<file path="src/common/main_bus_pkg.sv">
/* Main CPU bus package
   Shared widths, mapper region codes and the packed layout of a queued request */

package main_bus_pkg;

    // Word address of the 68000 bus, A0 is replaced by the data strobes
    typedef logic [23:1] addr_t;
    typedef logic [15:0] word_t;
    typedef logic [7:0]  byte_t;

    // Mapper regions, in priority order
    typedef enum logic [2:0] {
        REG_MEM  = 3'd0,
        REG_SCR  = 3'd1,
        REG_PAL  = 3'd2,
        REG_OBJ  = 3'd3,
        REG_IO   = 3'd4,
        REG_NONE = 3'd5
    } region_e;

    localparam int NUM_REGIONS = 5;
    localparam int KEY_COUNT   = 8;

    // Request fields, from the low end up
    // {addr, wdata, rnw, dsn, op_fetch, region}
    localparam int REQ_REG_LSB  = 0;
    localparam int REQ_OP_BIT   = REQ_REG_LSB + $bits(region_e);
    localparam int REQ_DSN_LSB  = REQ_OP_BIT + 1;
    localparam int REQ_RNW_BIT  = REQ_DSN_LSB + 2;
    localparam int REQ_DATA_LSB = REQ_RNW_BIT + 1;
    localparam int REQ_ADDR_LSB = REQ_DATA_LSB + $bits(word_t);
    localparam int REQ_W        = REQ_ADDR_LSB + $bits(addr_t);

    // One FIFO entry
    typedef logic [REQ_W-1:0] req_t;

endpackage

</file>
<file path="src/bus_decode/main_bus_decode.sv">
/* Main bus decoder
   Registered chip selects per queued access, memory wait and in-order read return */

module main_bus_decode (
    input  logic                clk,
    input  logic                rst,
    // Request FIFO
    input  logic                empty,
    input  main_bus_pkg::req_t  pop_data,
    output logic                pop,
    // Chip selects
    output logic                rom_cs,
    output logic                ram_cs,
    output logic                vram_cs,
    output logic                char_cs,
    output logic                pal_cs,
    output logic                obj_cs,
    // Memory bus
    output logic [12:1]         bus_addr,
    output main_bus_pkg::word_t bus_dout,
    output logic                bus_rnw,
    output logic [1:0]          bus_dsn,
    input  main_bus_pkg::word_t rom_data,
    input  logic                rom_ok,
    input  main_bus_pkg::word_t ram_data,  // RAM and VRAM
    input  logic                ram_ok,
    input  main_bus_pkg::word_t char_dout,
    input  main_bus_pkg::word_t pal_dout,
    input  main_bus_pkg::word_t obj_dout,
    // Cabinet inputs
    input  main_bus_pkg::byte_t joystick1,
    input  main_bus_pkg::byte_t joystick2,
    input  logic [1:0]          start_button,
    input  logic [1:0]          coin_input,
    input  logic                service,
    input  main_bus_pkg::byte_t dipsw,
    // Cipher keys
    input  logic                key_we,
    input  logic [2:0]          key_addr,
    input  main_bus_pkg::word_t key_data,
    input  logic                dec_en,
    // Completion
    output logic                done,
    output main_bus_pkg::word_t rdata
);

    typedef enum logic [1:0] {
        IDLE,
        SEL,
        WAIT,
        DONE
    } state_t;

    state_t                state;
    main_bus_pkg::req_t    cur;
    main_bus_pkg::addr_t   new_addr;
    main_bus_pkg::addr_t   cur_addr;
    main_bus_pkg::region_e new_reg;
    main_bus_pkg::region_e cur_reg;
    main_bus_pkg::word_t   rom_dec;
    main_bus_pkg::word_t   rd_mux;
    main_bus_pkg::byte_t   sys_byte;
    main_bus_pkg::byte_t   cab_dout;
    logic                  cur_op;
    logic                  slow_cs;
    logic                  mem_ready;
    logic                  finish;

    // Fields of the head entry and of the access in progress
    assign new_addr = pop_data[main_bus_pkg::REQ_ADDR_LSB +: $bits(main_bus_pkg::addr_t)];
    assign new_reg  = main_bus_pkg::region_e'(
                      pop_data[main_bus_pkg::REQ_REG_LSB +: $bits(main_bus_pkg::region_e)]);
    assign cur_addr = cur[main_bus_pkg::REQ_ADDR_LSB +: $bits(main_bus_pkg::addr_t)];
    assign cur_reg  = main_bus_pkg::region_e'(
                      cur[main_bus_pkg::REQ_REG_LSB +: $bits(main_bus_pkg::region_e)]);
    assign cur_op   = cur[main_bus_pkg::REQ_OP_BIT];

    assign bus_addr = cur_addr[12:1];
    assign bus_dout = cur[main_bus_pkg::REQ_DATA_LSB +: $bits(main_bus_pkg::word_t)];
    assign bus_rnw  = cur[main_bus_pkg::REQ_RNW_BIT];
    assign bus_dsn  = cur[main_bus_pkg::REQ_DSN_LSB +: 2];

    assign pop  = (state == IDLE) && !empty;
    assign done = (state == DONE);

    // Only ROM, RAM and VRAM have a ready signal
    assign slow_cs   = rom_cs | ram_cs | vram_cs;
    assign mem_ready = (rom_cs & rom_ok) | ((ram_cs | vram_cs) & ram_ok);
    assign finish    = ((state == SEL) && (!slow_cs || mem_ready)) ||
                       ((state == WAIT) && mem_ready);

    rom_decoder u_rom_dec (
        .clk      (clk),
        .rst      (rst),
        .key_we   (key_we),
        .key_addr (key_addr),
        .key_data (key_data),
        .dec_en   (dec_en),
        .op_fetch (cur_op),
        .addr_lo  (cur_addr[3:1]),
        .enc      (rom_data),
        .dec      (rom_dec)
    );

    // Cabinet inputs
    assign sys_byte = {3'b000, start_button, coin_input, service};

    always_comb begin
        case (cur_addr[2:1])
            2'd0:    cab_dout = joystick1;
            2'd1:    cab_dout = joystick2;
            2'd2:    cab_dout = sys_byte;
            default: cab_dout = dipsw;
        endcase
    end

    always_comb begin
        if (ram_cs || vram_cs) begin
            rd_mux = ram_data;
        end else if (rom_cs) begin
            rd_mux = rom_dec;
        end else if (char_cs) begin
            rd_mux = char_dout;
        end else if (pal_cs) begin
            rd_mux = pal_dout;
        end else if (obj_cs) begin
            rd_mux = obj_dout;
        end else if (cur_reg == main_bus_pkg::REG_IO) begin
            rd_mux = {8'hff, cab_dout};
        end else begin
            rd_mux = 16'hffff;  // unmapped
        end
    end

    always_ff @(posedge clk or posedge rst) begin
        if (rst) begin
            state <= IDLE;
            {rom_cs, ram_cs, vram_cs, char_cs, pal_cs, obj_cs} <= '0;
        end else begin
            case (state)
                IDLE: begin
                    if (pop) begin
                        rom_cs  <= new_reg == main_bus_pkg::REG_MEM && new_addr[18:17] != 2'b11;
                        ram_cs  <= new_reg == main_bus_pkg::REG_MEM && new_addr[18:17] == 2'b11;
                        vram_cs <= new_reg == main_bus_pkg::REG_SCR && !new_addr[16];
                        char_cs <= new_reg == main_bus_pkg::REG_SCR && new_addr[16];
                        pal_cs  <= new_reg == main_bus_pkg::REG_PAL;
                        obj_cs  <= new_reg == main_bus_pkg::REG_OBJ;
                        state   <= SEL;
                    end
                end
                SEL, WAIT: begin
                    if (finish) begin
                        {rom_cs, ram_cs, vram_cs, char_cs, pal_cs, obj_cs} <= '0;
                        state <= DONE;
                    end else begin
                        state <= WAIT;
                    end
                end
                DONE:    state <= IDLE;
                default: state <= IDLE;
            endcase
        end
    end

    // Access capture and read data latch
    always_ff @(posedge clk) begin
        if (pop) begin
            cur <= pop_data;
        end
        if (finish) begin
            rdata <= rd_mux;
        end
    end

endmodule

</file>
<file path="src/bus_decode/rom_decoder.sv">
/* ROM word decryption
   Eight-entry key table, XOR with the key or its byte swap by fetch type */

module rom_decoder (
    input  logic                clk,
    input  logic                rst,
    input  logic                key_we,
    input  logic [2:0]          key_addr,
    input  main_bus_pkg::word_t key_data,
    input  logic                dec_en,
    input  logic                op_fetch,
    input  logic [3:1]          addr_lo,
    input  main_bus_pkg::word_t enc,
    output main_bus_pkg::word_t dec
);

    main_bus_pkg::word_t keys [main_bus_pkg::KEY_COUNT];
    main_bus_pkg::word_t key;
    main_bus_pkg::word_t key_swap;

    always_ff @(posedge clk or posedge rst) begin
        if (rst) begin
            for (int k = 0; k < main_bus_pkg::KEY_COUNT; k++) begin
                keys[k] <= '0;
            end
        end else if (key_we) begin
            keys[key_addr] <= key_data;
        end
    end

    // Key picked by the word address within each 16-byte line
    assign key      = keys[addr_lo];
    assign key_swap = {key[7:0], key[15:8]};

    always_comb begin
        if (!dec_en) begin
            dec = enc;
        end else if (op_fetch) begin
            dec = enc ^ key;
        end else begin
            // data reads use the swapped key
            dec = enc ^ key_swap;
        end
    end

endmodule

</file>
<file path="src/main_bus_top.sv">
/* Main CPU bus top level
   Mapper, request FIFO and bus decoder */

module main_bus_top #(
    parameter int FIFO_DEPTH = 4
) (
    input  logic                clk,
    input  logic                rst,
    // Bus master
    input  logic                req,
    input  main_bus_pkg::addr_t addr,
    input  main_bus_pkg::word_t wdata,
    input  logic                rnw,
    input  logic [1:0]          dsn,
    input  logic                op_fetch,
    output logic                bus_free,
    // Configuration
    input  logic                cfg_we,
    input  logic [3:0]          cfg_addr,
    input  main_bus_pkg::byte_t cfg_data,
    input  logic                key_we,
    input  logic [2:0]          key_addr,
    input  main_bus_pkg::word_t key_data,
    input  logic                dec_en,
    // Memories
    output logic                rom_cs,
    output logic                ram_cs,
    output logic                vram_cs,
    output logic                char_cs,
    output logic                pal_cs,
    output logic                obj_cs,
    output logic [12:1]         bus_addr,
    output main_bus_pkg::word_t bus_dout,
    output logic                bus_rnw,
    output logic [1:0]          bus_dsn,
    input  main_bus_pkg::word_t rom_data,
    input  logic                rom_ok,
    input  main_bus_pkg::word_t ram_data,
    input  logic                ram_ok,
    input  main_bus_pkg::word_t char_dout,
    input  main_bus_pkg::word_t pal_dout,
    input  main_bus_pkg::word_t obj_dout,
    // Cabinet
    input  main_bus_pkg::byte_t joystick1,
    input  main_bus_pkg::byte_t joystick2,
    input  logic [1:0]          start_button,
    input  logic [1:0]          coin_input,
    input  logic                service,
    input  main_bus_pkg::byte_t dipsw,
    // Completion
    output logic                done,
    output main_bus_pkg::word_t rdata
);

    logic               push;
    logic               pop;
    logic               full;
    logic               empty;
    main_bus_pkg::req_t push_data;
    main_bus_pkg::req_t pop_data;

    assign bus_free = !full;

    main_mapper u_mapper (
        .clk       (clk),
        .rst       (rst),
        .req       (req),
        .addr      (addr),
        .wdata     (wdata),
        .rnw       (rnw),
        .dsn       (dsn),
        .op_fetch  (op_fetch),
        .cfg_we    (cfg_we),
        .cfg_addr  (cfg_addr),
        .cfg_data  (cfg_data),
        .push      (push),
        .push_data (push_data)
    );

    req_fifo #(
        .DEPTH (FIFO_DEPTH)
    ) u_fifo (
        .clk       (clk),
        .rst       (rst),
        .push      (push),
        .push_data (push_data),
        .pop       (pop),
        .pop_data  (pop_data),
        .full      (full),
        .empty     (empty)
    );

    main_bus_decode u_decode (
        .clk          (clk),
        .rst          (rst),
        .empty        (empty),
        .pop_data     (pop_data),
        .pop          (pop),
        .rom_cs       (rom_cs),
        .ram_cs       (ram_cs),
        .vram_cs      (vram_cs),
        .char_cs      (char_cs),
        .pal_cs       (pal_cs),
        .obj_cs       (obj_cs),
        .bus_addr     (bus_addr),
        .bus_dout     (bus_dout),
        .bus_rnw      (bus_rnw),
        .bus_dsn      (bus_dsn),
        .rom_data     (rom_data),
        .rom_ok       (rom_ok),
        .ram_data     (ram_data),
        .ram_ok       (ram_ok),
        .char_dout    (char_dout),
        .pal_dout     (pal_dout),
        .obj_dout     (obj_dout),
        .joystick1    (joystick1),
        .joystick2    (joystick2),
        .start_button (start_button),
        .coin_input   (coin_input),
        .service      (service),
        .dipsw        (dipsw),
        .key_we       (key_we),
        .key_addr     (key_addr),
        .key_data     (key_data),
        .dec_en       (dec_en),
        .done         (done),
        .rdata        (rdata)
    );

endmodule

</file>
<file path="src/main_mapper.sv">
/* Main bus mapper
   Programmable region table, priority address match and request enqueue */

module main_mapper (
    input  logic                clk,
    input  logic                rst,
    // Bus master strobes
    input  logic                req,
    input  main_bus_pkg::addr_t addr,
    input  main_bus_pkg::word_t wdata,
    input  logic                rnw,
    input  logic [1:0]          dsn,
    input  logic                op_fetch,
    // Region table writes
    input  logic                cfg_we,
    input  logic [3:0]          cfg_addr,
    input  main_bus_pkg::byte_t cfg_data,
    // FIFO side
    output logic                push,
    output main_bus_pkg::req_t  push_data
);

    main_bus_pkg::byte_t   base [main_bus_pkg::NUM_REGIONS];
    main_bus_pkg::byte_t   mask [main_bus_pkg::NUM_REGIONS];
    main_bus_pkg::region_e hit_reg;
    logic [2:0]            cfg_sel;
    logic                  cfg_hit;

    // Even address is the base, odd the mask
    assign cfg_sel = cfg_addr[3:1];
    assign cfg_hit = cfg_we && (int'(cfg_sel) < main_bus_pkg::NUM_REGIONS);

    always_ff @(posedge clk or posedge rst) begin
        if (rst) begin
            for (int r = 0; r < main_bus_pkg::NUM_REGIONS; r++) begin
                base[r] <= '0;
                mask[r] <= '0;
            end
        end else if (cfg_hit) begin
            if (cfg_addr[0]) begin
                mask[cfg_sel] <= cfg_data;
            end else begin
                base[cfg_sel] <= cfg_data;
            end
        end
    end

    // Lowest region number wins, so scan from the top down
    always_comb begin
        hit_reg = main_bus_pkg::REG_NONE;
        for (int r = main_bus_pkg::NUM_REGIONS - 1; r >= 0; r--) begin
            if (((addr[23:16] ^ base[r]) & mask[r]) == 8'h00) begin
                hit_reg = main_bus_pkg::region_e'(r[2:0]);
            end
        end
    end

    // Push follows the strobe by one cycle
    always_ff @(posedge clk or posedge rst) begin
        if (rst) begin
            push <= 1'b0;
        end else begin
            push <= req;
        end
    end

    // Entry is packed with the resolved region
    always_ff @(posedge clk) begin
        if (req) begin
            push_data[main_bus_pkg::REQ_ADDR_LSB +: $bits(main_bus_pkg::addr_t)] <= addr;
            push_data[main_bus_pkg::REQ_DATA_LSB +: $bits(main_bus_pkg::word_t)] <= wdata;
            push_data[main_bus_pkg::REQ_RNW_BIT]                               <= rnw;
            push_data[main_bus_pkg::REQ_DSN_LSB +: 2]                          <= dsn;
            push_data[main_bus_pkg::REQ_OP_BIT]                                <= op_fetch;
            push_data[main_bus_pkg::REQ_REG_LSB +: $bits(main_bus_pkg::region_e)] <= hit_reg;
        end
    end

endmodule

</file>
<file path="src/req_fifo.sv">
/* Request FIFO
   Circular buffer with first-word fall-through read and full/empty levels */

module req_fifo #(
    parameter int DEPTH = 4
) (
    input  logic               clk,
    input  logic               rst,
    input  logic               push,
    input  main_bus_pkg::req_t push_data,
    input  logic               pop,
    output main_bus_pkg::req_t pop_data,
    output logic               full,
    output logic               empty
);

    localparam int PTR_W = (DEPTH > 1) ? $clog2(DEPTH) : 1;
    localparam int CNT_W = $clog2(DEPTH + 1);

    main_bus_pkg::req_t mem [DEPTH];
    logic [PTR_W-1:0]   wr_ptr;
    logic [PTR_W-1:0]   rd_ptr;
    logic [CNT_W-1:0]   count;
    logic               do_push;
    logic               do_pop;

    function automatic logic [PTR_W-1:0] next_ptr(input logic [PTR_W-1:0] ptr);
        return (ptr == PTR_W'(DEPTH - 1)) ? '0 : ptr + 1'b1;
    endfunction

    assign empty   = (count == '0);
    // Also counts the entry being written now, the mapper pushes a cycle late
    assign full    = (count == CNT_W'(DEPTH)) || (push && count == CNT_W'(DEPTH - 1));
    assign do_pop  = pop && !empty;
    // A full buffer still takes a push when the head leaves in the same cycle
    assign do_push = push && (count != CNT_W'(DEPTH) || do_pop);

    assign pop_data = mem[rd_ptr];

    always_ff @(posedge clk) begin
        if (do_push) begin
            mem[wr_ptr] <= push_data;
        end
    end

    always_ff @(posedge clk or posedge rst) begin
        if (rst) begin
            wr_ptr <= '0;
            rd_ptr <= '0;
            count  <= '0;
        end else begin
            if (do_push) begin
                wr_ptr <= next_ptr(wr_ptr);
            end
            if (do_pop) begin
                rd_ptr <= next_ptr(rd_ptr);
            end
            case ({do_push, do_pop})
                2'b10:   count <= count + 1'b1;
                2'b01:   count <= count - 1'b1;
                default: count <= count;
            endcase
        end
    end

endmodule

</file>
<file path="config.mk">
export PLATFORM = sky130hd
export DESIGN_NAME = main_bus_top
export DESIGN_NICKNAME = d
export VERILOG_FILES = /design/src/common/main_bus_pkg.sv /design/src/bus_decode/main_bus_decode.sv /design/src/bus_decode/rom_decoder.sv /design/src/main_bus_top.sv /design/src/main_mapper.sv /design/src/req_fifo.sv
export SDC_FILE = /design/constraint.sdc
export NUM_CORES = 1
export LEC_CHECK = 0
export ABC_AREA = 0
export BUFFER_PORTS_ARGS = -buffer_cell sky130_fd_sc_hd__buf_4
export CORE_MARGIN = 8
export CORE_UTILIZATION = 36
export CTS_CLUSTER_SIZE = 10
export DETAILED_ROUTE_END_ITERATION = 10
export GPL_ROUTABILITY_DRIVEN = 1
export PLACE_DENSITY = 0.58
export SETUP_SLACK_MARGIN = 0.3
export SLEW_MARGIN = 20
export SYNTH_ARGS = -nofsm -noshare
export SYNTH_HDL_FRONTEND = slang
export SYNTH_SLANG_ARGS = --single-unit
</file>
<file path="constraint.sdc">
create_clock -name clk -period 9.11 [get_ports clk]
set_input_delay 0.911 -clock clk [delete_from_list [all_inputs] [get_ports clk]]
set_output_delay 0.911 -clock clk [all_outputs]
set_load 0.01 [all_outputs]
</file>
==> results_dict.tcl <==
set metrics [dict create \
    outcome "finished clean" \
    drv_slew 0 \
    hold_class "in2async" \
    finalPower_mw 7.22 \
    grt_use_total 0.150 \
    cts.clk_slew.worst_paths_ns 0.06 \
    worstPathArrival_ns 3.89 \
    yosysTopAreaCell "edfxtp_1" \
    cts_hold_buf 0 \
    worst_slack_ns 5.55 \
    ys.warnings.count 0 \
    grt_pass1_wl_um 73500 \
    largest_reg_flops 152 \
    grt_max_degree 146 \
    p_leak_nw 9.28 \
    worst_pin_slew_ns 0.939 \
    drive_above_1_share 0.405 \
    drtAntennaViolNets 0 \
    setup_violations 0 \
    num_vias 11245 \
    insertion_delay_ns 0.60 \
    cts_root_buf "clkbuf_16" \
    required_ns 9.44 \
    grt_pass1_vias 12109 \
    cp_cell_sequence "buf_4 -> nor2b_1 -> a221oi_1 -> o22ai_1 -> o22ai_1 -> xnor2_1 -> o21ai_0" \
    synth.cell_area_um2 19800 \
    crit_path_max_incr_delay_ns 0.82 \
    dpl.cell_count 2118 \
    areaGrowthSynthToFinish_pct 19.4 \
    clk_path_buf_depth 3 \
    synth_cells 1253 \
    ys_types 61 \
    vias_per_cell 5.10 \
    final.setup.tns_ns 0 \
    wl_per_cell_um 21.6 \
    seq_area_frac_synth 0.647 \
    globalRoute.totalOverflow 0 \
    coreArea_um2 54800 \
    ioPinCount 246 \
    fmax_ghz 0.281 \
    path_class "reg2reg" \
    period_needed_ns 3.56 \
    ir_worst_vdd_v 0.000154 \
    antenna_found_initial 0 \
    synth-edff-count 241 \
    cpMostUsedCell "o22ai_1" \
    ys_async_sr_fraction 0.482 \
    synthTopCellsByCount "edfxtp_1, dfrtp_1, mux2_2" \
    wl_um 47800 \
    post_cts_buffers 0 \
    skew_ns 0.0474 \
    firstDrtPassIters 5 \
    rsz0062_at_grt "no" \
    die_y_um 251 \
    cp_max_fo 61 \
    nNetsFinal 1671 \
    rows 86 \
    antenna_cells 0 \
    ys_ff_latch 465 \
    pre_cts_slack_ns 5.54 \
    final_util 0.433 \
    end_kind "register" \
    relSlewSlack 0.374 \
    dpl.hpwl_um 31100 \
    h-tree-depth 2 \
    die_area_um2 62900 \
    die_w_um 251 \
    power_density_nw_per_um2 305 \
    avgSynthCellArea_um2 15.8 \
    synth_flop_cell "edfxtp_1" \
    regMostFlops "u_fifo.mem" \
    finalCritPeriodShare 0.391 \
    cts_tree "built" \
    final_hold_viol_count 0 \
    r2r_cells 7 \
    yosysMostFrequentCell "edfxtp_1" \
    initial_core_util 0.362 \
    cp_slowest_cell "buf_4" \
    place_congestion 0.893 \
    drtIter0Drc 684 \
    syn-num-nets 1455 \
    layout.cells.non_filler 2206 \
    post_cts_resized 0 \
    route.detailed.drc 0 \
    portBuffers 242 \
    cap_viol_max_count 0 \
    synth_area_leaders "edfxtp_1, dfrtp_1, mux2_2" \
    start_kind "register" \
    synth_top_area_share 0.365 \
    largestRegisters "u_fifo.mem x152, u_decode.u_rom_dec.keys x128" \
    numClockSinks 465 \
    cts_made_buffers 53 \
]
final timing paths:
kind                                        start                          end  slack (ns)
setup / recovery                 u_decode.cur[24]            u_decode.rdata[4]        5.55
hold / removal                                rst  u_decode.u_rom_dec.keys[56]        0.44
setup reg to reg                 u_decode.cur[24]            u_decode.rdata[4]        5.55
hold reg to reg            u_mapper.push_data[12]            u_fifo.mem[1][12]        0.49
max in group asynchronous                     rst            u_mapper.base[15]        7.49
min in group clk                         wdata[4]       u_mapper.push_data[11]        0.48
cell type report:
cell class | count | area [um^2]
clock buffers | 83 | 1450
clock inverters | 5 | 66.3
fillers | 4948 | 31100
inverters | 19 | 83.8
multi-input cells | 669 | 6410
flip-flops and latches | 465 | 12800
well taps | 704 | 881
repair buffers | 261 | 1960
power breakdown:
group	switching, mW	total (mW)	internal (mW)
combinational	1.23	2.24	1.01
sequential	0.238	3.09	2.85
clock	0.811	1.89	1.08
total	2.27	7.22	4.95
per-stage QoR:
| stage | cell area [um^2] | hold slack [ns] |
|---|---|---|
| final | 23700 | 0.439 |
| after CTS | 23700 | 0.437 |
| after global routing | 23700 | 0.443 |
| after detailed placement | 22200 | 0.481 |
| after global placement | 22200 | 0.467 |
| after floorplan | 19800 | 0.459 |
cell usage in the layout (no fill, tap or decap), types with 4 or more instances in the layout:
master	instances
or2_2	4
nand2b_1	8
inv_1	17
edfxtp_1	241
a22oi_1	37
a21oi_1	11
o21ai_0	32
o22ai_1	30
nand4_1	6
mux2_2	219
buf_4	260
clkbuf_1	29
mux2i_1	24
ha_1	10
xor2_1	46
nand3b_1	5
o31ai_1	9
or3_1	8
nand2_1	43
nand3_1	5
a221oi_1	9
mux4_2	51
o32ai_1	6
clkbuf_16	53
and2_2	4
nor2b_1	6
nor3_1	7
dfrtp_1	223
nor2_1	26
xnor2_1	11
worst max-delay path, delay by kind of cell (launching register included):
| kind | cells | cell delay, ns |
|---|---|---|
| XOR/XNOR | 1 | 0.23 |
| buffers and inverters | 1 | 0.82 |
| flip-flops | 1 | 0.68 |
| AND/OR/NAND/NOR | 1 | 0.70 |
| AO/OA/AOI/OAI | 4 | 0.86 |
layer usage:
layer	global-route usage	up-vias	wire length [um]
met4	0.0409	0	1010
met2	0.258	310	23600
met5	0	-	0
met3	0.0353	61	2710
li1	-	5174	-
met1	0.188	5700	20400
kinds of logic (layout without fill, tap and decap cells):
group           count (synthesis)  after routing  synth area share
mux                           294            294             0.194
xor+xnor                       57             57            0.0252
buf+inv                       119            368            0.0314
flops                         465            465             0.647
compound gates                167            167            0.0580
simple gates                  140            140            0.0368
fa+ha+maj                      11             11           0.00731
Note: power is estimated with default switching activity, not from simulation.
